File: src/riscv_pkg.sv
`default_nettype none

package riscv_pkg;

    typedef logic [31:0] word_t;
    typedef logic [4:0]  reg_addr_t;
    typedef logic [6:0]  opcode_t;

    // Major opcodes of the kept instructions.
    localparam opcode_t OP_RTYPE  = 7'b0110011;
    localparam opcode_t OP_ITYPE  = 7'b0010011;
    localparam opcode_t OP_LOAD   = 7'b0000011;
    localparam opcode_t OP_STORE  = 7'b0100011;
    localparam opcode_t OP_BRANCH = 7'b1100011;

    // Operation class from decode.
    typedef enum logic [1:0] {
        ALUOP_ADD   = 2'b00,
        ALUOP_SUB   = 2'b01,
        ALUOP_RTYPE = 2'b10,
        ALUOP_ITYPE = 2'b11
    } alu_op_e;

    typedef enum logic [3:0] {
        ALU_ADD = 4'b0000,
        ALU_SUB = 4'b0001,
        ALU_AND = 4'b0010,
        ALU_OR  = 4'b0011
    } alu_ctrl_e;

    typedef enum logic [1:0] {
        FWD_REG = 2'b00,
        FWD_WB  = 2'b01,
        FWD_MEM = 2'b10
    } fwd_sel_e;

    localparam word_t NOP_INSTR = 32'h0000_0013; // addi x0, x0, 0

endpackage

`default_nettype wire

File: src/fetch_stage.sv
`timescale 1ns/1ps
`default_nettype none

module fetch_stage
    import riscv_pkg::*;
#(
    parameter int IMEM_WORDS = 64
) (
    input  wire   clk_i,
    input  wire   reset_i,
    input  wire   start_i,
    input  wire   imem_we_i,
    input  word_t imem_addr_i,
    input  word_t imem_wdata_i,
    input  wire   pc_write_i,
    input  wire   hold_i,
    input  wire   branch_taken_i,
    input  word_t branch_target_i,
    output word_t instr_o,
    output word_t pc_o
);

    localparam int IW = $clog2(IMEM_WORDS);

    logic  started_q;
    word_t pc_q;
    word_t imem [IMEM_WORDS];

    always_ff @(posedge clk_i) begin
        if (reset_i) begin
            started_q <= 1'b0;
            pc_q      <= '0;
        end else begin
            started_q <= started_q | start_i;
            if (started_q && pc_write_i) begin
                pc_q <= branch_taken_i ? branch_target_i : pc_q + 32'd4;
            end
        end
    end

    // Program load port.
    always_ff @(posedge clk_i) begin
        if (imem_we_i) imem[imem_addr_i[IW-1:0]] <= imem_wdata_i;
    end

    ////////////////////
    // IF/ID register
    ////////////////////
    always_ff @(posedge clk_i) begin
        if (reset_i || !started_q || branch_taken_i) begin
            instr_o <= NOP_INSTR; // Flush slot.
        end else if (!hold_i) begin
            instr_o <= imem[pc_q[IW+1:2]];
        end
    end

    always_ff @(posedge clk_i) begin
        if (!hold_i) pc_o <= pc_q;
    end

    a_no_load_after_start: assert property (
        @(posedge clk_i) disable iff (reset_i) started_q |-> !imem_we_i);

endmodule

`default_nettype wire

File: config.mk
export PLATFORM = sky130hd
export DESIGN_NAME = fetch_stage
export DESIGN_NICKNAME = d
export VERILOG_FILES = /design/src/riscv_pkg.sv /design/src/fetch_stage.sv
export SDC_FILE = /design/constraint.sdc
export NUM_CORES = 2
export LEC_CHECK = 0
export BUFFER_PORTS_ARGS = -buffer_cell sky130_fd_sc_hd__buf_4
export CORE_UTILIZATION = 55
export DETAILED_ROUTE_END_ITERATION = 8
export GPL_ROUTABILITY_DRIVEN = 0
export PLACE_DENSITY = 0.81
export REMOVE_ABC_BUFFERS = 1
export SYNTH_ARGS = -nofsm -noshare
export SYNTH_HDL_FRONTEND = slang
export SYNTH_SLANG_ARGS = --single-unit
export TNS_END_PERCENT = 1
File: constraint.sdc
create_clock -name clk_i -period 8.2 [get_ports clk_i]
set_input_delay 0.41 -clock clk_i [delete_from_list [all_inputs] [get_ports clk_i]]
set_output_delay 0.41 -clock clk_i [all_outputs]
set_load 0.05 [all_outputs]
Word-level counts from Yosys, hierarchy flattened

Memory sizes are Yosys's and may differ from the RTL's. A register that Yosys moved wholly into a read port is not among the register bits.
Index checks and enable logic that the tools add are counted.

Input port bits: 103
Memories: 1
Word-level logic and storage cells: 14
Register bits: 65
RAM bits: 2,048

Muxes and demuxes: 3
Bitwise operators: 1
Add/sub/neg operators: 1
Reductions and logical operators: 5

Memories:

| name | words | width | rd ports | clocked after memory_dff | wr ports | RTL line          | text |
|---|---|---|---|---|---|---|---|
| imem | 64    | 32    | 1        | 1                        | 1        | fetch_stage.sv:27 | `word_t imem [IMEM_WORDS];` |

Operators with widths:

| kind                                          | number |
|---|---|
| adder 32 x 3 -> 32 bit, second input constant | 1 |
| two-way mux 32 bit                            | 1 |
| logical NOT 1 bit                             | 2 |
| logical OR 1 bit                              | 2 |
| two-way mux 1 bit                             | 2 |
| logical AND 1 bit                             | 1 |
| OR 1 bit                                      | 1 |

Depth between registers and ports, before layout

Depth after elaboration: 3
Mapped depth: 11
Gate-level depth less buffers: 7

Least setup slack after synthesis

Ideal clock, no wire load.

Kind: input to register
Start point: input imem_addr_i[5]
End point: memory imem[48][0] (netlist name), enable pin
Setup time: 461 ps
Arrival time: 3,287 ps
Cell stages on the path: 4
Setup slack: 4,452 ps
Path buffers: 1
Cell sequence: clkbuf_1 nand3_1 or3_1 nor3_1

RTL lines:

| what        | RTL line          | text |
|---|---|---|
| from (decl) | fetch_stage.sv:13 | `input word_t imem_addr_i,` |
| to (decl)   | fetch_stage.sv:27 |  |

Straight into the memory's write port.

==> flow_metrics.tcl <==
set metrics [dict create \
    end_kind "flop" \
    vias 42850 \
    die_h_um 390.7 \
    path_max_fanout 73 \
    worstPathRequired_ns 8.87 \
    crit_type "reg2reg" \
    port_buffers 140 \
    min_period_ns 4.262 \
    cts_max_level 4 \
    synth_edf_count 2080 \
    timing.fmax_ghz 0.2346 \
    m1WireLength_um 70880 \
    rows 142 \
    final_nets 4318 \
    die_x_um 390.7 \
    grt_antenna_before_repair 14 \
    post-synth-top-count-cell "edfxtp_1" \
    layout-drive-gt1-share_pct 25.54 \
    drt_pass1_iterations 7 \
    place_ws_ns 4.220 \
    synth_top_area_share_pct 75.17 \
    synthTopCellsByArea "edfxtp_1 (75%), mux4_2 (12%), mux2i_1 (3.2%), dfxtp_1 (1.6%), mux2_2 (1.1%)" \
    post-route-drc-count 0 \
    cp.arrival_ns 4.93 \
    grt_pass1_vias 43530 \
    grt_max_degree 138 \
    status "completed" \
    top_layer "met5" \
    grt_pass1_wl_um 300400 \
    dieArea_sq_um 152600 \
    cp-start-kind "flop" \
    wl_per_cell_um 33.19 \
    wl_um 212400 \
    grt.overflow.total 0 \
    dpl-instance-area_sq_um 86810 \
    initial_utilization_pct 55.41 \
    max_cap_viol_count 0 \
    final.setup.worst_slack_ns 3.938 \
    cts_tree "done" \
    finalClockSkew_ns 0.04037 \
    cts.path.max_buffers 3 \
    postLayoutCellArea_sq_um 93540 \
    fillerInstances 9554 \
    setup_viol 0 \
    postSynth.asyncResetShare_pct 0 \
    cts_root_buf "clkbuf_16" \
    tightest_slew_ns 1.242 \
    power.density_nw_per_um2 238.8 \
    peakVddDrop_mv 0.2376 \
    met2_wirelength_um 102700 \
    finalSetupTns_ns 0 \
    finalCritPeriodShare_pct 51.98 \
    ant_nets 0 \
    maxSlewViolCount 0 \
    track_usage_pct 27.95 \
    drt_iter0_markers 5843 \
    p_leak_nw 28.30 \
    area_delta_synth_final_pct 12.58 \
    syn_area_sq_um 83090 \
    io_pins 167 \
    yosysWarnings 0 \
    synthCells 3974 \
    cts_sinks 2145 \
    numCtsBuffers 194 \
    final_util_pct 62.38 \
    via_per_inst 6.696 \
    synth.yosys.seq_area_share_pct 76.74 \
    place_hpwl_um 105400 \
    ys.flop_type "edfxtp_1" \
    core_sq_um 150000 \
    clkLatencyLatePin_ns 0.85 \
    slew_headroom_pct 17.13 \
    synth_cell_types 58 \
    synth_area_per_cell_sq_um 20.91 \
    yosys.area.top_type "edfxtp_1" \
    met3_length_um 27490 \
    hold_viol_final 0 \
    rsz0062_at_grt "no" \
    hp-class "in2reg" \
    synth-seq-cells 2145 \
    synth_commonest_cells "edfxtp_1 (2080), mux4_2 (443), mux2i_1 (266)" \
    ctsResizeCount 0 \
    clkTransAtPathRegs_ns 0.06 \
]
==> state kept, by name (all words and copies together) (netlist names) <==
signal and count:
imem 2048, instr_o 32, pc_o 32, pc_q 32, started_q 1
==> critical path, cell delays in order, from the launching register on <==
cell      delay [ns]
dfxtp_4         0.70
buf_4           0.42
buf_12          0.49
mux4_2          0.58
nor2b_1         0.14
a211oi_1        0.29
a211oi_1        0.19
a21oi_1         0.97
a31oi_1         0.19
==> routing by layer <==
metal / vias to the layer above / track usage, %
met3: 622 / 8.160
met4: 18 / 13.78
met2: 3204 / 45.34
met1: 21930 / 34.50
met5: - / 0
li1: 17070 / -
==> metrics by stage <==
step                power, mW  instances  hold slack [ns]
detailed placement      13.46       5993           0.4211
global route            22.83       6394           0.1119
finish                  22.33       6399           0.1031
floorplan               13.51       3738           0.4081
global placement        13.42       5993           0.4197
CTS                     22.38       6394          0.06746
==> cell families (layout without fill, tap and decap cells) <==
family | Yosys count | after routing | share of synthesized area, %
other | 0 | 5 | 0
AOI/OAI and AO/OA | 446 | 446 | 3.481
muxes | 787 | 787 | 16.27
and+or+nand+nor | 352 | 352 | 1.995
buffers and inverters | 243 | 647 | 1.503
adders and majority gates | 1 | 1 | 0.01506
DFF | 2145 | 2145 | 76.74
==> power breakdown <==
part	internal, mW	leakage, nW	switching [mW]
clock	5.04	3.08	4.01
combinational	0.402	5.94	0.734
sequential	12.1	19.3	0.0513
==> area by class of cell <==
cell class	count	area (sq um)	share of cell area, %
tap	2016	2522	2.697
clock inverter	109	1151	1.231
sequential	2145	63780	68.18
multi-input combinational	1586	18560	19.85
inverter	7	26.28	0.02809
clock buffer	251	5159	5.515
antenna	5	12.51	0.01338
timing repair buffer	280	2330	2.491
==> placed cells by master, fill, tap and decap left out, types with 37 or more instances in the layout <==
master / netlist / routed
o21ai_0: 79 / 79
buf_4: 37 / 229
dfxtp_1: 65 / 61
clkbuf_16: 0 / 194
mux2i_1: 266 / 266
clkinv_1: 1 / 37
nand2_1: 52 / 52
a211oi_1: 44 / 44
clkbuf_1: 96 / 48
dlygate4sd3_1: 0 / 41
mux2_2: 78 / 78
a21oi_1: 105 / 105
nand3_1: 48 / 47
nor2_4: 1 / 63
mux4_2: 443 / 443
nor2_1: 147 / 84
o22ai_1: 43 / 43
edfxtp_1: 2080 / 2080
==> path summary, 6_finish.rpt <==
check / startpoint / end / slack, ns / cells past startpoint
min: branch_target_i[31] / pc_q[31] / 0.10 / 4
max: pc_q[2] / instr_o[26] / 3.94 / 8
min reg2reg: pc_q[7] / pc_o[7] / 0.44 / 0
max reg2reg: pc_q[2] / instr_o[26] / 3.94 / 8
==> what timing repair did <==
action,CTS,global route
setup buffers,0,0
endpoints found under the hold margin,32,0
hold buffers,41,0
(Power assumes the default switching activity.)
