--- src/riscv_pkg.sv ---
`default_nettype none

package riscv_pkg;

    typedef logic [31:0] word_t;
    typedef logic [4:0]  reg_addr_t;
    typedef logic [6:0]  opcode_t;

    // Major opcodes of the kept instructions.
    localparam opcode_t OP_RTYPE  = 7'b0110011;
    localparam opcode_t OP_ITYPE  = 7'b0010011;
    localparam opcode_t OP_LOAD   = 7'b0000011;
    localparam opcode_t OP_STORE  = 7'b0100011;
    localparam opcode_t OP_BRANCH = 7'b1100011;

    // Operation class from decode.
    typedef enum logic [1:0] {
        ALUOP_ADD   = 2'b00,
        ALUOP_SUB   = 2'b01,
        ALUOP_RTYPE = 2'b10,
        ALUOP_ITYPE = 2'b11
    } alu_op_e;

    typedef enum logic [3:0] {
        ALU_ADD = 4'b0000,
        ALU_SUB = 4'b0001,
        ALU_AND = 4'b0010,
        ALU_OR  = 4'b0011
    } alu_ctrl_e;

    typedef enum logic [1:0] {
        FWD_REG = 2'b00,
        FWD_WB  = 2'b01,
        FWD_MEM = 2'b10
    } fwd_sel_e;

    localparam word_t NOP_INSTR = 32'h0000_0013; // addi x0, x0, 0

endpackage

`default_nettype wire

--- src/memory_stage.sv ---
`timescale 1ns/1ps
`default_nettype none

module memory_stage
    import riscv_pkg::*;
#(
    parameter int DMEM_WORDS = 64
) (
    input  wire       clk_i,
    input  wire       reset_i,
    input  wire       reg_write_i,
    input  wire       mem_to_reg_i,
    input  wire       mem_read_i,
    input  wire       mem_write_i,
    input  word_t     alu_result_i,
    input  word_t     store_data_i,
    input  reg_addr_t rd_i,
    output logic      wb_reg_write_o,
    output logic      wb_mem_to_reg_o,
    output word_t     wb_alu_result_o,
    output word_t     wb_read_data_o,
    output reg_addr_t wb_rd_o
);

    localparam int DW = $clog2(DMEM_WORDS);

    word_t         dmem [DMEM_WORDS];
    logic [DW-1:0] index;

    assign index = alu_result_i[DW+1:2]; // Word addressed.

    always_ff @(posedge clk_i) begin
        if (mem_write_i) dmem[index] <= store_data_i;
    end

    ////////////////////
    // MEM/WB register
    ////////////////////
    always_ff @(posedge clk_i) begin
        if (reset_i) begin
            wb_reg_write_o  <= 1'b0;
            wb_mem_to_reg_o <= 1'b0;
        end else begin
            wb_reg_write_o  <= reg_write_i;
            wb_mem_to_reg_o <= mem_to_reg_i;
        end
    end

    always_ff @(posedge clk_i) begin
        wb_alu_result_o <= alu_result_i;
        wb_rd_o         <= rd_i;
        if (mem_read_i) wb_read_data_o <= dmem[index];
    end

    a_read_write_excl: assert property (
        @(posedge clk_i) disable iff (reset_i) !(mem_read_i && mem_write_i));

endmodule

`default_nettype wire

--- config.mk ---
export PLATFORM = sky130hd
export DESIGN_NAME = memory_stage
export DESIGN_NICKNAME = d
export VERILOG_FILES = /design/src/riscv_pkg.sv /design/src/memory_stage.sv
export SDC_FILE = /design/constraint.sdc
export NUM_CORES = 2
export LEC_CHECK = 0
export ABC_CLOCK_PERIOD_IN_PS = 7530
export BUFFER_PORTS_ARGS = -buffer_cell sky130_fd_sc_hd__buf_2
export CAP_MARGIN = 30
export CORE_AREA = 2 2 368 370
export DETAILED_ROUTE_END_ITERATION = 6
export DIE_AREA = 0 0 370 372
export GPL_ROUTABILITY_DRIVEN = 0
export PLACE_DENSITY_LB_ADDON = 0.2
export RECOVER_POWER = 50
export SLEW_MARGIN = 30
export SYNTH_ARGS = -nofsm -noshare
export SYNTH_HDL_FRONTEND = slang
export SYNTH_SLANG_ARGS = --single-unit
--- constraint.sdc ---
create_clock -name clk_i -period 7.53 [get_ports clk_i]
set_clock_uncertainty 0.05 [all_clocks]
set_input_delay 0.753 -clock clk_i [delete_from_list [all_inputs] [get_ports clk_i]]
set_output_delay 0.753 -clock clk_i [all_outputs]
set_load 0.01 [all_outputs]
# --- Word-level counts from Yosys, hierarchy flattened ---
# Memory sizes are Yosys's and may differ from the RTL's. A register that Yosys moved wholly into a read port is not among the register bits.
# Index checks and enable logic that the tools add are counted.
word_totals:
  reg_bits: 39
  ram_bits: 2048
  input_bits: 75
  output_inout_bits: 71
  word_cells: 7
  mem_count: 1
mem_list:
  columns: ["name", "depth", "word_bits", "read_ports", "rd_clocked_by_memory_dff", "wr", "line", "rtl"]
  rows:
  - ["dmem", 64, 32, 1, 1, 1, "memory_stage.sv:27", "word_t dmem [DMEM_WORDS];"]
op_classes:
  n_mux: 2
ops:
  columns: ["operator", "n"]
  rows:
  - ["$mux 1", 2]

# --- Depth between registers and ports, before layout ---
logic_depth:
  depth_word: 2
  ltp_mapped: 11
  mapped_depth_nobuf: 6

# --- Least setup slack after synthesis ---
# OpenSTA, ideal clock, no wires.
synth_timing:
  path_type: "input to register"
  start: "input alu_result_i[2]"
  end: "memory dmem[12][0] in the netlist's numbering (enable)"
  setup_time_ps: 421
  arrival_ps: 3497
  t_required_ps: 7059
  path_slack_ps: 3561
  cell_stages: 8
  path_buffers: 5
  path_cell_list: "buf_6 > nor2_1 > buf_2 > buf_2 > buf_2 > buf_2 > nand3_1 > nor2_1"
synth_lines:
  columns: ["item", "line", "rtl"]
  rows:
  - ["start: declaration", "memory_stage.sv:15", "input word_t alu_result_i,"]
  - ["end: declaration", "memory_stage.sv:27", null]
# Straight into the memory's write port.

==> impl_metrics.csv <==
group,metric,value,unit
place,dp.cells,6259,
die,die-area,0.1376,mm^2
sta,grt_setup_unrepaired,"false",
sta,relSlewSlack,-144.9,%
cells_and_area,area_delta_synth_final,11.87,%
synthesis,synth_top_area_share,78.14,%
status,violations,"max-capacitance violations, max-slew violations",
sta,slew_viol_final,2140,
synthesis,ys.flop_type,"edfxtp_1",
clock_tree,path_clk_slew,0.07,ns
route,first_iter_violations,6714,
setup_path,cp.arrival,6.20,ns
synthesis,syn_inst,4517,
setup_path,cp_cell_sequence,"buf_2 > clkbuf_1 > clkinv_1 > nand3b_1 > buf_6 > o221ai_1 > o21ai_0 > o2111ai_1 > or4_1",
synthesis,synth_top_cells_by_area,"edfxtp_1, a221oi_1, a22oi_1, mux2i_1, mux2_2",
sta,worstMarginPinSlew,3.673,ns
synthesis,ys_ff_latch,2119,
synthesis,synth-edff-count,2080,
synthesis,ys_warn_count,0,
grt,grt_overflow,0,
synthesis,synth_area,0.07993,mm^2
die,core_area,0.1343,mm^2
route,vias_per_cell,7.030,
status,status,"finished, violations left",
grt,grt_max_degree,117,
setup_path,path_buf_inv,4,
grt,antenna_found_initial,10,
synthesis,synthTopCellsByCount,"edfxtp_1, a221oi_1, a22oi_1, nor2_1, a21oi_1",
synthesis,synth_top_cell_by_area,"edfxtp_1",
synthesis,seq_area_frac_synth,79.12,%
cells_and_area,final_nets,4788,
place,post-dp-hpwl,126100,um
clock_tree,htreeDepth,4,
grt,grt_first_pass_wirelength,323400,um
route,drc,0,
place,port_buffers,145,
route,routedWlPerCell,34.42,um
clock_tree,clock_path_buffers,3,
sta,fin_setup_tns,0,ns
power_and_ir_drop,pwr_density_cell,268.2,mW/mm^2
setup_path,path_class,"in -> reg",
die,row_count,135,
setup_path,cp_top_family,"buffers and inverters",
synthesis,synth.distinct_cells,58,
sta,fin_crit_sh,75.25,%
cells_and_area,finalNonFillerCells,6661,
clock_tree,numCtsBuffers,201,
cells_and_area,final_layout_size_suffix_gt1_share,15.68,%
setup_path,critPathCaptureType,"flip-flop",
die,die_x,370,um
sta,setup_violations,0,
setup_path,critPathSlowestCell,"clkbuf_1",
sta,fmax,0.1765,GHz
setup_path,crit_path_start_kind,"input port",
clock_tree,cts_tree,"yes",
clock_tree,cts_resized,0,
route,final_antenna_net_count,0,
sta,timing.final.ws_setup,1.864,ns
die,fp.dieH,372,um
sta,hold_viol_final,0,
power_and_ir_drop,leakagePower,28.10,nW
setup_path,critPathRequiredTime,8.07,ns
synthesis,synth_most_common_cell,"edfxtp_1",
sta,min_period,5.666,ns
die,floorplan.initialDensity,59.52,%
setup_path,crit_fanout,26,
cells_and_area,final_util,66.59,%
min_path,hp-class,"in -> reg",
clock_tree,clk_latency,0.84,ns
setup_path,max_stage_delay,1.64,ns
grt,grtUsageTotal,33.15,%
synthesis,syn-mean-instance-area,17.70,um^2
route,routed_wirelength,229300,um
run,cap_violations,34,
place,post-place-ws,2.513,ns
die,pin_count,146,
grt,first_global_vias,44960,
clock_tree,cts_setup_buffers,0,
synthesis,synth_nets,4592,
clock_tree,cts_hold_buf,31,
clock_tree,clock-root-buffer,"clkbuf_16",
route,drtPass1Iterations,6,
clock_tree,cts.sink_count,2119,
synthesis,synthArstFlopShare,0,%
power_and_ir_drop,ir_worst_vdd,0.2813,mV
route,vias,46830,
==> power by group <==
part / total (W) / leakage [nW] / switching [W] / internal, W
registers: 0.0131 / 19.1 / 0.0000478 / 0.0131
logic: 0.00131 / 6.01 / 0.000957 / 0.000355
clock network: 0.00953 / 3.02 / 0.00425 / 0.00528
==> path summary, 6_finish.rpt <==
path                        start  cells past startpoint            endpoint  slack, ns
setup reg to reg      dmem[42][0]                      5   wb_read_data_o[0]       4.59
hold / removal            reset_i                      2      wb_reg_write_o       0.02
hold reg to reg      dmem[26][31]                      4  wb_read_data_o[31]       0.74
setup / recovery  alu_result_i[7]                      9  wb_read_data_o[29]       1.86
==> metal layers <==
| metal | vias to the layer above | global-route usage (%) | share of wire, % |
|---|---|---|---|
| met5 | - | 0 | 0.028 |
| met4 | 12 | 17.86 | 6.0 |
| met3 | 613 | 7.386 | 12 |
| met2 | 3387 | 51.33 | 47 |
| met1 | 23630 | 44.33 | 36 |
| li1 | 19190 | - | - |
==> sequential cells by signal, summed over array words and instances, names as in the netlist <==
signal / count
dmem: 2048
wb_alu_result_o: 32
wb_read_data_o: 32
wb_rd_o: 5
wb_mem_to_reg_o: 1
wb_reg_write_o: 1
==> area by class of cell <==
cell class,instances,area [um^2]
sequential,2119,63240
fill,8936,44870
multi-input combinational,2050,15550
clock buffer,253,5351
timing repair buffer,337,2241
tap,1781,2228
clock inverter,116,779.5
inverter,4,25.02
antenna,1,2.502
==> kinds of logic (layout without fill, tap and decap cells) <==
| logic type | count (synthesis) | in the layout | synth area share (%) |
|---|---|---|---|
| AOI/OAI and AO/OA | 1340 | 1340 | 12.07 |
| and+or+nand+nor | 394 | 394 | 2.221 |
| buffers and inverters | 348 | 710 | 2.162 |
| other | 0 | 1 | 0 |
| DFF | 2119 | 2119 | 79.12 |
| muxes | 316 | 316 | 4.431 |
==> metrics by stage <==
step / power, W / area [um^2] / hold WS, ns
after floorplan: 0.01400 / 79930 / 0.6209
after global placement: 0.01462 / 83020 / 0.7042
after detailed placement: 0.01464 / 83100 / 0.7429
after CTS: 0.02399 / 89540 / 0.003335
after global routing: 0.02455 / 89410 / 0.01067
final: 0.02399 / 89420 / 0.02493
==> cell usage in the layout (no fill, tap or decap), types with 45 or more instances in the layout <==
| cell | count |
|---|---|
| a22o_1 | 45 |
| buf_2 | 117 |
| o22ai_1 | 127 |
| nor2_1 | 169 |
| clkinv_1 | 52 |
| buf_4 | 124 |
| mux2i_1 | 163 |
| mux2_2 | 123 |
| a221oi_1 | 353 |
| a22oi_1 | 304 |
| clkbuf_1 | 98 |
| o21ai_0 | 177 |
| nor2_4 | 67 |
| clkbuf_16 | 206 |
| edfxtp_1 | 2080 |
| a21oi_1 | 192 |
Note: power is estimated with default switching activity, not from simulation.
