===== src/riscv_pkg.sv =====
`default_nettype none

package riscv_pkg;

    typedef logic [31:0] word_t;
    typedef logic [4:0]  reg_addr_t;
    typedef logic [6:0]  opcode_t;

    // Major opcodes of the kept instructions.
    localparam opcode_t OP_RTYPE  = 7'b0110011;
    localparam opcode_t OP_ITYPE  = 7'b0010011;
    localparam opcode_t OP_LOAD   = 7'b0000011;
    localparam opcode_t OP_STORE  = 7'b0100011;
    localparam opcode_t OP_BRANCH = 7'b1100011;

    // Operation class from decode.
    typedef enum logic [1:0] {
        ALUOP_ADD   = 2'b00,
        ALUOP_SUB   = 2'b01,
        ALUOP_RTYPE = 2'b10,
        ALUOP_ITYPE = 2'b11
    } alu_op_e;

    typedef enum logic [3:0] {
        ALU_ADD = 4'b0000,
        ALU_SUB = 4'b0001,
        ALU_AND = 4'b0010,
        ALU_OR  = 4'b0011
    } alu_ctrl_e;

    typedef enum logic [1:0] {
        FWD_REG = 2'b00,
        FWD_WB  = 2'b01,
        FWD_MEM = 2'b10
    } fwd_sel_e;

    localparam word_t NOP_INSTR = 32'h0000_0013; // addi x0, x0, 0

endpackage

`default_nettype wire


===== src/execute_stage.sv =====
`timescale 1ns/1ps
`default_nettype none

module execute_stage
    import riscv_pkg::*;
(
    input  wire        clk_i,
    input  wire        reset_i,
    input  wire        reg_write_i,
    input  wire        mem_to_reg_i,
    input  wire        mem_read_i,
    input  wire        mem_write_i,
    input  wire        alu_src_i,
    input  alu_op_e    alu_op_i,
    input  word_t      rs1_data_i,
    input  word_t      rs2_data_i,
    input  word_t      imm_i,
    input  wire  [2:0] funct3_i,
    input  wire        funct7b5_i,
    input  reg_addr_t  rd_i,
    input  fwd_sel_e   fwd_a_i,
    input  fwd_sel_e   fwd_b_i,
    input  word_t      wb_data_i,
    output logic       mem_reg_write_o,
    output logic       mem_mem_to_reg_o,
    output logic       mem_read_o,
    output logic       mem_write_o,
    output word_t      mem_alu_result_o,
    output word_t      mem_store_data_o,
    output reg_addr_t  mem_rd_o
);

    alu_ctrl_e alu_ctrl;
    word_t     op_a, op_b_fwd, op_b, result;

    function automatic word_t fwd_mux(fwd_sel_e sel, word_t reg_val, word_t mem_val,
                                      word_t wb_val);
        case (sel)
            FWD_MEM: return mem_val;
            FWD_WB:  return wb_val;
            default: return reg_val;
        endcase
    endfunction

    ////////////////////
    // ALU control
    ////////////////////
    always_comb begin
        alu_ctrl = ALU_ADD; // Loads, stores, addi.
        case (alu_op_i)
            ALUOP_RTYPE: begin
                case (funct3_i)
                    3'b000:  alu_ctrl = funct7b5_i ? ALU_SUB : ALU_ADD;
                    3'b110:  alu_ctrl = ALU_OR;
                    3'b111:  alu_ctrl = ALU_AND;
                    default: alu_ctrl = ALU_ADD;
                endcase
            end
            default: ;
        endcase
    end

    assign op_a     = fwd_mux(fwd_a_i, rs1_data_i, mem_alu_result_o, wb_data_i);
    assign op_b_fwd = fwd_mux(fwd_b_i, rs2_data_i, mem_alu_result_o, wb_data_i);
    assign op_b     = alu_src_i ? imm_i : op_b_fwd;

    always_comb begin
        case (alu_ctrl)
            ALU_SUB: result = op_a - op_b;
            ALU_AND: result = op_a & op_b;
            ALU_OR:  result = op_a | op_b;
            default: result = op_a + op_b;
        endcase
    end

    ////////////////////
    // EX/MEM register
    ////////////////////
    always_ff @(posedge clk_i) begin
        if (reset_i) begin
            {mem_reg_write_o, mem_mem_to_reg_o, mem_read_o, mem_write_o} <= '0;
        end else begin
            {mem_reg_write_o, mem_mem_to_reg_o} <= {reg_write_i, mem_to_reg_i};
            {mem_read_o, mem_write_o}           <= {mem_read_i, mem_write_i};
        end
    end

    always_ff @(posedge clk_i) begin
        mem_alu_result_o <= result;
        mem_store_data_o <= op_b_fwd; // Forwarded rs2.
        mem_rd_o         <= rd_i;
    end

endmodule

`default_nettype wire


===== config.mk =====
export PLATFORM = sky130hd
export DESIGN_NAME = execute_stage
export DESIGN_NICKNAME = d
export VERILOG_FILES = /design/src/riscv_pkg.sv /design/src/execute_stage.sv
export SDC_FILE = /design/constraint.sdc
export NUM_CORES = 1
export LEC_CHECK = 0
export ABC_AREA = 1
export BUFFER_PORTS_ARGS = -buffer_cell sky130_fd_sc_hd__buf_4
export CORE_MARGIN = 5
export CORE_UTILIZATION = 35
export CTS_CLUSTER_SIZE = 30
export DETAILED_ROUTE_END_ITERATION = 8
export GPL_TIMING_DRIVEN = 0
export SYNTH_ARGS = -nofsm -noshare
export SYNTH_HDL_FRONTEND = slang
export SYNTH_SLANG_ARGS = --single-unit

===== constraint.sdc =====
create_clock -name clk_i -period 9.75 [get_ports clk_i]
set_clock_uncertainty 0.15 [all_clocks]
set_input_delay 2.4375 -clock clk_i [delete_from_list [all_inputs] [get_ports clk_i]]
set_output_delay 2.4375 -clock clk_i [all_outputs]
set_load 0.005 [all_outputs]

Yosys cells after proc, flatten, opt, wreduce, memory -nomap -nowiden
Cells that the tools add are included.

cells by class
  add/sub/neg operators = 2
  multipliers = 0
  divide/modulo/power cells = 0
  $lt $le $gt $ge = 0
  equality and inequality tests = 10
  shifts and indexed selects = 0
  muxes and demuxes = 7
  bitwise operators = 2
  reduce and logical (&&, ||, !) cells = 1

operators with widths
  kind                                            number
  one-hot mux 32 bit (2 select lines)             2
  one-hot mux 32 bit (3 select lines)             1
  adder 32 bit                                    1
  AND 32 bit                                      1
  two-way mux 32 bit                              1
  bitwise OR 32 bit                               1
  subtractor 32 bit                               1
  == test 4 x 2 -> 1 bit (second input constant)  2
  == test 2 bit (second input constant)           3
  == test 3 bit (second input constant)           2
  one-hot mux 2 bit (3 select lines)              1
  == test 2 x 1 -> 1 bit (second input constant)  2
  == test 4 x 1 -> 1 bit (second input constant)  1
  zero test 3 bit                                 1
  two-way mux 2 bit                               1
  two-way mux 1 bit                               1

word-level totals
  bits in registers = 73
  bits in latches = 0
  RAM bits = 0
  ROM bits = 0
  input port bits = 150
  output and inout bits = 73
  logic and storage cells = 29
  memories = 0

Longest topological paths before layout
  depth after elaboration = 5
  mapped depth = 29
  depth with buffers taken out = 28

Worst setup path before layout
OpenSTA, ideal clock, no wires.

  path type = in2reg
  start point = input fwd_b_i[0]
  end point = register mem_alu_result_o[31]
  setup time = 0.113 ns
  data arrival time = 5.609 ns
  data required time = 9.487 ns
  slack = 3.877 ns
  stages on the path = 22
  buffers on the path = 2
  cells stage by stage = inv_1 ha_1 inv_2 buf_6 buf_6 nand2_2 nand3_1 nand2_1 ha_1 nand2_1 o31ai_1 o21ai_0 xor2_1 ha_1 nand2_1 nor2_1 nand2_1 o21ai_0 a21oi_1 nand3b_1 nand3_1 nand2_1

on the way
  longest elaborated chain between the ends = 5
  elaborated cells between the ends (all ways) = 9
  classes of those cells = 2 x add/sub; 2 x eq/ne; 3 x mux; 2 x bitwise

ends and longest elaborated chain
  item                                                     RTL line             text
  start: declaration                                       execute_stage.sv:22  input fwd_sel_e fwd_b_i,
  == test 2 x 1 -> 1 bit or == test 2 bit (tied branches)  execute_stage.sv:38  case (sel)
  one-hot mux 32 bit (2 select lines) (*)                  execute_stage.sv:38
  two-way mux 32 bit (*)                                   execute_stage.sv:65  assign op_b = alu_src_i ? imm_i : op_b_fwd;
  adder 32 bit, or another cell as far along               execute_stage.sv:72  default: result = op_a + op_b;
  one-hot mux 32 bit (3 select lines) (*)                  execute_stage.sv:68  case (alu_ctrl)
  named net result[31]                                     execute_stage.sv:34  word_t op_a, op_b_fwd, op_b, result;
  end signal: assignment                                   execute_stage.sv:89  mem_alu_result_o <= result;
  end: declaration                                         execute_stage.sv:28  output word_t mem_alu_result_o,

Mark *: on every way through the listed nets, which the timed path passes. The rest lies on a longest branch.
A chain may end at the register's enable or synchronous reset.

Worst setup path after layout
Ends and elaborated chain as after synthesis.

==> impl_metrics.csv <==
group,metric,value,unit
run_status,outcome,"complete, no violations",
floorplan,die_h,151.6,um
logic_synthesis,async_flop_share,0,
cts,cts_hold_buf,0,
floorplan,io_pins,223,
cts,cts_sinks,73,
logic_synthesis,yosys_most_used_dff,"dfxtp_1",
pwr,power,1.745,mW
route,vias,8433,
placement,post-place-ws,2662,ps
cts,path_clk_slew,60,ps
logic_synthesis,synth_seq_cells,73,
job,cap_violations,0,
logic_synthesis,syn_inst,1133,
pwr,powerDensity,187.7,nW/um^2
grt,busiest_layer,"met2",
cts,clk_latency,340,ps
pwr,seq_power_share,0.275,
route,vias_per_cell,5.158,
timing,relSlewSlack,0.3914,
grt,use_met1,0.3654,
logic_synthesis,synth_most_common_cell,"nand2_1",
placement,dpl.hpwl,27.15,mm
logic_synthesis,synth_top_area_share,0.2083,
timing,rsz0062_at_grt,"no",
cells_and_area,n_antenna_cell,0,
pwr,vdd_ir_drop_max,0.09414,mV
cts,cts_buffer_depth,2,
placement,postPlaceCellArea,9012,um^2
timing,period_minus_slack,6885,ps
cts,postCtsSetupBuffers,0,
grt,grt_max_degree,13,
placement,place.gp.congestion,0.9268,
cts,cts_buffers,9,
floorplan,dieArea,22970,um^2
timing,tightest_slew,909.5,ps
timing,fin_crit_sh,0.7062,
timing,tns,0,ps
logic_synthesis,yosysUniqueCellTypes,42,
logic_synthesis,avgSynthCellArea,6.191,um^2
cells_and_area,final_util,0.4746,
pwr,static-leakage-power,4.709,nW
worst_hold_path,hold_path_class,"reg2reg",
floorplan,core_area,19590,um^2
timing,fmax,0.1452,GHz
setup_path,required,9820,ps
cts,cts_tree,"built",
cts,cts_resized,0,
logic_synthesis,synth_edf_count,0,
cells_and_area,fill_cells,2076,
logic_synthesis,synth_top_area_cell,"dfxtp_1",
pwr,swShare,0.4419,
grt,use_met2,0.4374,
setup_path,crit_arrival,6960,ps
setup_path,end_kind,"register",
logic_synthesis,synth_area,7014,um^2
cells_and_area,fin_nets,1562,
grt,antenna_found_initial,0,
setup_path,path_max_fanout,10,
logic_synthesis,syn-num-nets,1329,
placement,port_buffers,222,
route,route.detailed.drc,0,
cells_and_area,drive_above_1_share,0.2146,
cells_and_area,design_area,9298,um^2
cts,cts_max_level,3,
pwr,internal_power,0.9741,mW
route,ant_nets,0,
logic_synthesis,ys_seq_area_frac,0.2083,
pwr,pwr-share-comb,0.539,
setup_path,cp-start-kind,"input pin",
grt,use_met3,0.03093,
route,drt-total-wl,31.85,mm
route,drtIter0Drc,745,
grt,grt_pass1_wl,45.71,mm
route,avgRoutedWirePerCell,19.48,um
pwr,p_clk_frac,0.186,
route,drtPass1Iterations,6,
logic_synthesis,synth_common_cells,"nand2_1 (280), inv_1 (135), o21ai_0 (109)",
grt,track_usage,0.2635,
floorplan,placementRows,51,
timing,slew_viol_final,0,
logic_synthesis,yosys_warnings,0,
setup_path,worstSetupPathType,"in2reg",
grt,grt_pass1_vias,7716,
floorplan,die_width,151.6,um
timing,setup_violations,0,
cells_and_area,area_delta_synth_final,32.55,%
grt,grt-ovfl-total,0,
cts,cts_root_buf,"clkbuf_16",
timing,timing.final.ws_setup,2865,ps
pwr,switchingPower,0.7712,mW
timing,hold_viol,0,
floorplan,initial_core_util,0.3581,
logic_synthesis,synth_area_leaders,"dfxtp_1 (21%), nand2_1 (15%), ha_1 (8.0%), o21ai_0 (7.8%), inv_1 (7.2%)",
path summary, 6_finish.rpt:
kind,startpoint,end,slack (ps),cells past startpoint
min reg2reg,mem_alu_result_o[30],mem_store_data_o[30],460,4
min,mem_alu_result_o[30],mem_store_data_o[30],460,4
max reg2reg,mem_alu_result_o[0],mem_alu_result_o[31],5480,19
max,fwd_b_i[0],mem_alu_result_o[31],2860,23
metal layers:
layer	wire (um)	up-vias
li1	-	4213
met1	14310	3802
met2	14460	375
met3	2388	43
met4	690	0
met5	0	-
flip-flops by register name, summed over array words and instances, names as in the netlist:
| name | cells |
|---|---|
| mem_alu_result_o | 32 |
| mem_store_data_o | 32 |
| mem_rd_o | 5 |
| mem_mem_to_reg_o | 1 |
| mem_read_o | 1 |
| mem_reg_write_o | 1 |
| mem_write_o | 1 |
critical path, stage by stage:
cell,delay [ps]
buf_4,90
inv_1,40
ha_1,450
inv_2,110
buf_6,150
buf_6,140
nand2_1,110
nand3_1,110
nand2_2,150
ha_1,170
nand2_1,110
o31ai_1,400
o21ai_0,190
xor2_1,190
ha_1,370
nand2_1,120
nor2_1,270
nand2_1,80
o21ai_0,570
a21oi_1,280
nand3b_1,240
nand3_1,100
nand2_1,70
cell families (layout without fill, tap and decap cells):
kind of cell / count (synthesis) / after routing / share of synthesized area
simple gates: 539 / 539 / 0.3405
flops: 73 / 73 / 0.2083
xor+xnor: 41 / 41 / 0.05119
compound gates: 253 / 253 / 0.2141
buf+inv: 181 / 418 / 0.1027
fa+ha+maj: 46 / 46 / 0.08313
layout make-up:
type	count	area [um^2]	area share
Clock buffer	9	225.2	0.02422
Multi-Input combinational cell	879	4832	0.5197
Clock inverter	6	60.06	0.006459
Tap cell	265	331.6	0.03566
Sequential cell	73	1461	0.1572
Buffer	42	198.9	0.02140
Inverter	139	521.8	0.05612
Timing Repair Buffer	222	1667	0.1792
cell usage in the layout, fill, tap and decap left out, types with 29 or more instances in the layout:
cell type,instances
a21oi_1,72
nand3_1,92
buf_4,222
xor2_1,29
nor2_1,77
dfxtp_1,73
nand2_1,280
o21ai_0,109
ha_1,45
a221o_1,30
inv_1,135
power groups by stage:
stage / clock network (mW) / logic, mW / registers (mW)
finish: 0.324 / 0.941 / 0.480
detailed placement: 0 / 0.919 / 0.482
floorplan: 0 / 0.512 / 0.461
global route: 0.340 / 1.03 / 0.488
global placement: 0 / 0.917 / 0.481
CTS: 0.328 / 0.924 / 0.475
through the flow:
step | hold slack (ps) | std cells
final | 461.7 | 1635
after global routing | 507.1 | 1635
after CTS | 452.8 | 1635
after detailed placement | 445.4 | 1620
after global placement | 447.0 | 1620
after floorplan | 407.1 | 1133
(Power assumes the default switching activity.)
