`src/riscv_pkg.sv`:
```
`default_nettype none

package riscv_pkg;

    typedef logic [31:0] word_t;
    typedef logic [4:0]  reg_addr_t;
    typedef logic [6:0]  opcode_t;

    // Major opcodes of the kept instructions.
    localparam opcode_t OP_RTYPE  = 7'b0110011;
    localparam opcode_t OP_ITYPE  = 7'b0010011;
    localparam opcode_t OP_LOAD   = 7'b0000011;
    localparam opcode_t OP_STORE  = 7'b0100011;
    localparam opcode_t OP_BRANCH = 7'b1100011;

    // Operation class from decode.
    typedef enum logic [1:0] {
        ALUOP_ADD   = 2'b00,
        ALUOP_SUB   = 2'b01,
        ALUOP_RTYPE = 2'b10,
        ALUOP_ITYPE = 2'b11
    } alu_op_e;

    typedef enum logic [3:0] {
        ALU_ADD = 4'b0000,
        ALU_SUB = 4'b0001,
        ALU_AND = 4'b0010,
        ALU_OR  = 4'b0011
    } alu_ctrl_e;

    typedef enum logic [1:0] {
        FWD_REG = 2'b00,
        FWD_WB  = 2'b01,
        FWD_MEM = 2'b10
    } fwd_sel_e;

    localparam word_t NOP_INSTR = 32'h0000_0013; // addi x0, x0, 0

endpackage

`default_nettype wire

```
`src/decode_stage.sv`:
```
`timescale 1ns/1ps
`default_nettype none

module decode_stage
    import riscv_pkg::*;
(
    input  wire        clk_i,
    input  wire        reset_i,
    input  word_t      instr_i,
    input  word_t      pc_i,
    input  wire        ex_mem_read_i,
    input  reg_addr_t  wb_rd_i,
    input  word_t      wb_data_i,
    input  wire        wb_we_i,
    output logic       pc_write_o,
    output logic       hold_o,
    output logic       branch_taken_o,
    output word_t      branch_target_o,
    output logic       ex_reg_write_o,
    output logic       ex_mem_to_reg_o,
    output logic       ex_mem_read_o,
    output logic       ex_mem_write_o,
    output logic       ex_alu_src_o,
    output alu_op_e    ex_alu_op_o,
    output word_t      ex_rs1_data_o,
    output word_t      ex_rs2_data_o,
    output word_t      ex_imm_o,
    output logic [2:0] ex_funct3_o,
    output logic       ex_funct7b5_o,
    output reg_addr_t  ex_rs1_o,
    output reg_addr_t  ex_rs2_o,
    output reg_addr_t  ex_rd_o
);

    opcode_t   opcode;
    reg_addr_t rs1, rs2;
    word_t     rs1_data, rs2_data, imm;
    logic      reg_write, mem_to_reg, mem_read, mem_write, alu_src, branch;
    alu_op_e   alu_op;
    logic      stall;

    assign opcode = instr_i[6:0];
    assign rs1    = instr_i[19:15];
    assign rs2    = instr_i[24:20];

    register_file u_regs (
        .clk_i      (clk_i),
        .rs1_i      (rs1),
        .rs2_i      (rs2),
        .rd_i       (wb_rd_i),
        .rd_data_i  (wb_data_i),
        .we_i       (wb_we_i),
        .rs1_data_o (rs1_data),
        .rs2_data_o (rs2_data)
    );

    ////////////////////
    // Main control
    ////////////////////
    always_comb begin
        {reg_write, mem_to_reg, mem_read, mem_write, alu_src, branch} = '0;
        alu_op = ALUOP_ADD;
        imm    = {{20{instr_i[31]}}, instr_i[31:20]}; // I format.
        case (opcode)
            OP_RTYPE: begin
                reg_write = 1'b1;
                alu_op    = ALUOP_RTYPE;
            end
            OP_ITYPE: begin
                reg_write = 1'b1;
                alu_src   = 1'b1;
                alu_op    = ALUOP_ITYPE;
            end
            OP_LOAD: {reg_write, mem_to_reg, mem_read, alu_src} = 4'b1111;
            OP_STORE: begin
                mem_write = 1'b1;
                alu_src   = 1'b1;
                imm       = {{20{instr_i[31]}}, instr_i[31:25], instr_i[11:7]};
            end
            OP_BRANCH: begin
                branch = 1'b1;
                alu_op = ALUOP_SUB;
                // Offset in halfwords.
                imm = {{20{instr_i[31]}}, instr_i[31], instr_i[7],
                       instr_i[30:25], instr_i[11:8]};
            end
            default: ;
        endcase
    end

    // Load in EX feeding this instruction.
    assign stall = ex_mem_read_i && ex_rd_o != '0 && (ex_rd_o == rs1 || ex_rd_o == rs2);

    assign pc_write_o      = !stall;
    assign hold_o          = stall;
    assign branch_taken_o  = branch && (rs1_data == rs2_data);
    assign branch_target_o = pc_i + {imm[30:0], 1'b0};

    ////////////////////
    // ID/EX register
    ////////////////////
    always_ff @(posedge clk_i) begin
        if (reset_i || stall) begin
            {ex_reg_write_o, ex_mem_to_reg_o, ex_mem_read_o, ex_mem_write_o} <= '0;
            ex_alu_src_o <= 1'b0;
            ex_alu_op_o  <= ALUOP_ADD; // Bubble.
        end else begin
            {ex_reg_write_o, ex_mem_to_reg_o} <= {reg_write, mem_to_reg};
            {ex_mem_read_o, ex_mem_write_o}   <= {mem_read, mem_write};
            ex_alu_src_o <= alu_src;
            ex_alu_op_o  <= alu_op;
        end
    end

    always_ff @(posedge clk_i) begin
        ex_rs1_data_o <= rs1_data;
        ex_rs2_data_o <= rs2_data;
        ex_imm_o      <= imm;
        ex_funct3_o   <= instr_i[14:12];
        ex_funct7b5_o <= instr_i[30];
        ex_rs1_o      <= rs1;
        ex_rs2_o      <= rs2;
        ex_rd_o       <= instr_i[11:7];
    end

    // Branch operands must be settled before decode.
    a_no_branch_in_stall: assert property (
        @(posedge clk_i) disable iff (reset_i) !(branch_taken_o && stall));

endmodule

`default_nettype wire

```
`src/register_file.sv`:
```
`timescale 1ns/1ps
`default_nettype none

module register_file
    import riscv_pkg::*;
(
    input  wire       clk_i,
    input  reg_addr_t rs1_i,
    input  reg_addr_t rs2_i,
    input  reg_addr_t rd_i,
    input  word_t     rd_data_i,
    input  wire       we_i,
    output word_t     rs1_data_o,
    output word_t     rs2_data_o
);

    word_t regs [32];

    always_ff @(posedge clk_i) begin
        if (we_i && rd_i != '0) regs[rd_i] <= rd_data_i;
    end

    // Write-through so decode sees the value retiring this cycle.
    assign rs1_data_o = (rs1_i == '0) ? '0 :
                        (we_i && rd_i == rs1_i) ? rd_data_i : regs[rs1_i];
    assign rs2_data_o = (rs2_i == '0) ? '0 :
                        (we_i && rd_i == rs2_i) ? rd_data_i : regs[rs2_i];

endmodule

`default_nettype wire

```
`config.mk`:
```
export PLATFORM = sky130hd
export DESIGN_NAME = decode_stage
export DESIGN_NICKNAME = d
export VERILOG_FILES = /design/src/riscv_pkg.sv /design/src/decode_stage.sv /design/src/register_file.sv
export SDC_FILE = /design/constraint.sdc
export NUM_CORES = 2
export LEC_CHECK = 0
export BUFFER_PORTS_ARGS = -buffer_cell sky130_fd_sc_hd__buf_4
export CAP_MARGIN = 20
export CELL_PAD_IN_SITES_DETAIL_PLACEMENT = 0
export CELL_PAD_IN_SITES_GLOBAL_PLACEMENT = 1
export CORE_MARGIN = 5
export CORE_UTILIZATION = 49
export DETAILED_ROUTE_END_ITERATION = 6
export PLACE_DENSITY_LB_ADDON = 0.12
export SETUP_SLACK_MARGIN = 0.4
export SYNTH_ARGS = -nofsm -noshare
export SYNTH_HDL_FRONTEND = slang
export SYNTH_SLANG_ARGS = --single-unit
export TNS_END_PERCENT = 1
```
`constraint.sdc`:
```
create_clock -name clk_i -period 4.9 [get_ports clk_i]
set_input_delay 0.49 -clock clk_i [delete_from_list [all_inputs] [get_ports clk_i]]
set_output_delay 0.49 -clock clk_i [all_outputs]
set_load 0.02 [all_outputs]
```
# == Yosys cells after proc, flatten, opt, wreduce, memory -nomap -nowiden ==
# Memory sizes are Yosys's and may differ from the RTL's.
# Index checks and enable logic that the tools add are counted.
# word_totals
ff_bits,101
ramBits,1024
out_inout_bits,157
elab_cells,53
n_memories,1
# mem_list
memory,words,word_bits,rd,rd_ports_with_merged_regs,wr,line,rtl
u_regs.regs,32,32,2,0,1,register_file.sv:17,word_t regs [32];
# classes
add_sub_neg,1
eq_ne,10
muxes,13
n_reduce_logical,15
# op_table
op,count
2-to-1 mux 32 bit,4
adder 32 bit,1
== test 32 bit,1
case mux 11 bit (2 select lines),1
== test 5 bit,4
== test 7 x 6 -> 1 bit (second input constant),2
zero test 5 bit,2
nonzero test 5 bit,2
== test 7 x 2 -> 1 bit (second input constant),1
== test 7 x 5 -> 1 bit (second input constant),1
== test 7 bit (second input constant),1
2-to-1 mux 1 bit,7
logical AND 1 bit,6
case mux 2 bit (3 select lines),1
OR reduction 3 bit,2
logical OR 1 bit,2
zero test 1 bit,1

# == Longest topological paths before layout ==
# logic_depth
word_depth,6
depth_mapped,20
ltp_nobuf,16

# == By module ==
# Synthesis repeated with hierarchy kept, for this count alone.
# hier_totals
cells_unflattened,3004
hier_area_um2,52685.5
# by_module_without_submodules
module,n_inst,cells_per_inst,area_per_inst_um2,seq_area_each_um2
register_file,1,2520,47869.7,30749.5
decode_stage,1,484,4815.9,2021.9

# == Least setup slack after synthesis ==
# OpenSTA, ideal clock, no wires.
# synth_path
path_kind,in2out
from,input port instr_i[20]
to,output port branch_target_o[29]
arrival_time_ns,4.407
t_required_ns,4.410
path_slack_ns,0.003
cell_stages,20
cell_sequence,buf_4 > buf_4 > buf_4 > buf_4 > buf_4 > buf_2 > buf_2 > nand2_1 > o21ai_0 > ha_1 > fa_1 > a21o_1 > a21o_1 > a21oi_1 > o2111a_1 > o21ai_0 > a311oi_1 > o31ai_1 > a21oi_1 > xnor2_1
# synth_between
elab_chain_len,2
# synth_rtl
element,line,rtl
"start, declared",decode_stage.sv:9,"input word_t instr_i,"
case mux 11 bit (2 select lines),decode_stage.sv:64,case (opcode)
net imm[0],decode_stage.sv:37,"word_t rs1_data, rs2_data, imm;"
adder 32 bit,decode_stage.sv:97,"assign branch_target_o = pc_i + {imm[30:0], 1'b0};"
"end, declared",decode_stage.sv:18,"output word_t branch_target_o,"
# The timed path passes the listed nets, and every way through them passes these cells.

==> out/qor.csv <==
metric,value,unit
grt_antenna_before_repair,7,
synth_area,52400,sq um
gp_congestion,0.873,
yosysTopAreaCellShare,0.587,
first_global_vias,33000,
tns,-0.0405,ns
pwr-share-comb,0.126,
r2r_slack,2.58,ns
cts_tree,done,
rr_endpoint,ex_rs2_data_o[24],
worstSetupStartpointType,flip-flop,
tightestPinTransition,1.18,ns
clock.fmax,202,MHz
period_minus_slack,4.94,ns
p_seq_frac,0.473,
worst-path-max-fanout,2,
yosys_warnings,0,
dieArea,114000,sq um
syn_area_per_cell,18.5,sq um
min_from,instr_i[19],
synth-main-ff-cell,edfxtp_1,
grt.overflow.total,0,
status,finished with violations,
die_y,337,microns
finalCritPeriodShare,1.01,
required,4.41,ns
r2r_start,u_regs.regs[29][24],
max_cap_violations,0,
dpl_worst_slack,-0.419,ns
start_util,0.491,
cts_buffer_depth,3,
nets,3451,
drt_iter0_markers,4190,
rsz0062_at_grt,yes,
drc,2,
insertion_delay,0.72,ns
numCtsBuffers,118,
hold_violations,0,
portBuffers,259,
viasPerCell,6.78,
clk_pin_slew,0.06,ns
core,107000,sq um
holdPathEnd,ex_rs1_o[4],
yosys.area.top_type,edfxtp_1,
peakVddDrop,0.306,mV
hpwl,110000,microns
grt_util_all_layers,0.304,
drt_wl_total,174000,microns
synth_common_cells,"edfxtp_1, mux4_2, mux2i_1, dfxtp_1, nor2_1",
critPathArrivalTime,4.45,ns
crit_type,flip-flop to primary output,
clkPwrFrac,0.401,
ys_seq_elements,1125,
maxSlewViolCount,0,
violations,"DRC, setup timing",
drive_gt1_frac,0.397,
fillers,7941,
cts.sinks,1125,
die_x,337,microns
rr_worst_depth,5,
switching_share,0.240,
io_pins,262,
seq_area_frac_synth,0.626,
synth_area_leaders,"edfxtp_1, mux4_2, dfxtp_1",
htree_levels,3,
min_path_cells,1,
cts-root-buf,clkbuf_16,
power.switching,0.00547,W
grt_pass1_wl,243000,microns
async_flop_share,0,
yosysMostFrequentCell,edfxtp_1,
end_kind,primary output,
via_count,32700,
power_leakage,21.3,nW
min_path_type,input pin to flip-flop,
firstDrtPassIters,7,
syn_to_final_growth,19.6,%
intPower,0.0173,W
clock_skew,0.0265,ns
slew_headroom,0.214,
grt_max_degree,52,
ant_nets,0,
wire_per_inst,36.1,microns
fp-row-count,120,
finalSetupViolCount,1,
worst_slack,-0.0405,ns
synth_edf_count,1024,
synthCells,2826,
ys_types,73,
power.density,364,nW/um^2
==> kinds of logic (layout without fill, tap and decap cells) <==
family | count (synthesis) | after routing | share of synthesized area
AOI/OAI and AO/OA | 368 | 368 | 0.0493
xor gates and xnor gates | 77 | 77 | 0.0129
adders and majority gates | 31 | 31 | 0.00755
buffers and inverters | 243 | 803 | 0.0234
DFF | 1125 | 1125 | 0.626
muxes | 685 | 685 | 0.253
other | 1 | 37 | 0.0000716
and+or+nand+nor | 296 | 296 | 0.0280
==> cells in the final DEF (no fill, tap or decap), types with 35 or more instances in the layout <==
master and count:
a21oi_1 54, a22oi_1 52, buf_12 55, buf_4 475
clkbuf_16 127, dfxtp_1 101, edfxtp_1 1024, mux2_2 35
mux2i_1 143, mux4_2 505, nand2_1 52, nor2_1 52
nor3_1 37, o21ai_0 53, xnor2_1 49
==> final cells by class <==
class | instances | area (sq um) | area share
antenna | 5 | 12.5 | 0.000200
clock buffer | 170 | 3430 | 0.0547
clock inverter | 52 | 537 | 0.00857
inverter | 26 | 101 | 0.00162
multi-input combinational | 1489 | 19000 | 0.304
sequential | 1125 | 32800 | 0.523
tap | 1403 | 1760 | 0.0280
timing repair buffer | 555 | 5010 | 0.0799
==> per-layer routing <==
metal  share of wire  GRT usage
met1            0.38      0.416
met2            0.48      0.493
met5        0.000040          0
met4           0.035     0.0988
met3            0.11     0.0641
==> per-stage QoR <==
step           std cells  power [W]   util  cell area, sq um  hold slack (ns)
2_1_floorplan       2857     0.0125      -             52500            0.518
3_3_place_gp        4570     0.0137  0.545             58100            0.596
3_5_place_dp        4570     0.0138  0.545             58100            0.597
4_1_cts             4808     0.0229  0.585             62400          0.00550
5_1_grt             4823     0.0235  0.588             62600           0.0333
6_report            4825     0.0228  0.588             62600           0.0494
==> power by group through the flow <==
stage	sequential [W]	combinational (W)	clock, W
global route	0.0108	0.00300	0.00966
detailed placement	0.0110	0.00278	0
floorplan	0.0111	0.00146	0
CTS	0.0108	0.00282	0.00926
finish	0.0108	0.00286	0.00915
global placement	0.0110	0.00276	0
==> how the worst max path moves through the flow <==
stage	from	end	slack, ns
floorplan	instr_i[20]	branch_taken_o	0.39
global placement	instr_i[15]	branch_taken_o	-0.37
detailed placement	instr_i[15]	branch_taken_o	-0.42
CTS	u_regs.regs[29][21]	branch_taken_o	-0.02
global route	u_regs.regs[31][8]	branch_taken_o	-0.08
finish	u_regs.regs[18][3]	branch_taken_o	-0.04
==> critical path, cell delays in order (launching register included) <==
cell and delay [ns]:
edfxtp_1 0.41, mux4_2 0.49, mux4_2 0.45, a221o_1 0.41
xnor2_2 0.25, buf_4 0.21, nand4_1 0.10, buf_4 0.18
or4_4 0.46, a2111oi_4 0.46, buf_4 0.20, buf_6 0.11
==> repair_timing <==
| item | CTS | global route |
|---|---|---|
| pin swaps | 16 | 27 |
| hold endpoints to repair | 13 | 0 |
| resized for setup | 31 | 36 |
| cloned | 0 | 1 |
| buffers inserted | 3 | 11 |
| hold buffers | 13 | 0 |
| setup endpoints to repair | 8 | 8 |
==> state kept, by name, indices dropped and copies added, names as in the netlist, 2 cells and up <==
name / cells
ex_alu_op_o: 2
ex_rs1_data_o: 32
ex_imm_o: 12
u_regs.regs: 1024
ex_rs2_o: 5
ex_funct3_o: 3
ex_rs1_o: 5
ex_rs2_data_o: 32
ex_rd_o: 5
No activity file was read; power rests on OpenSTA's default activity.
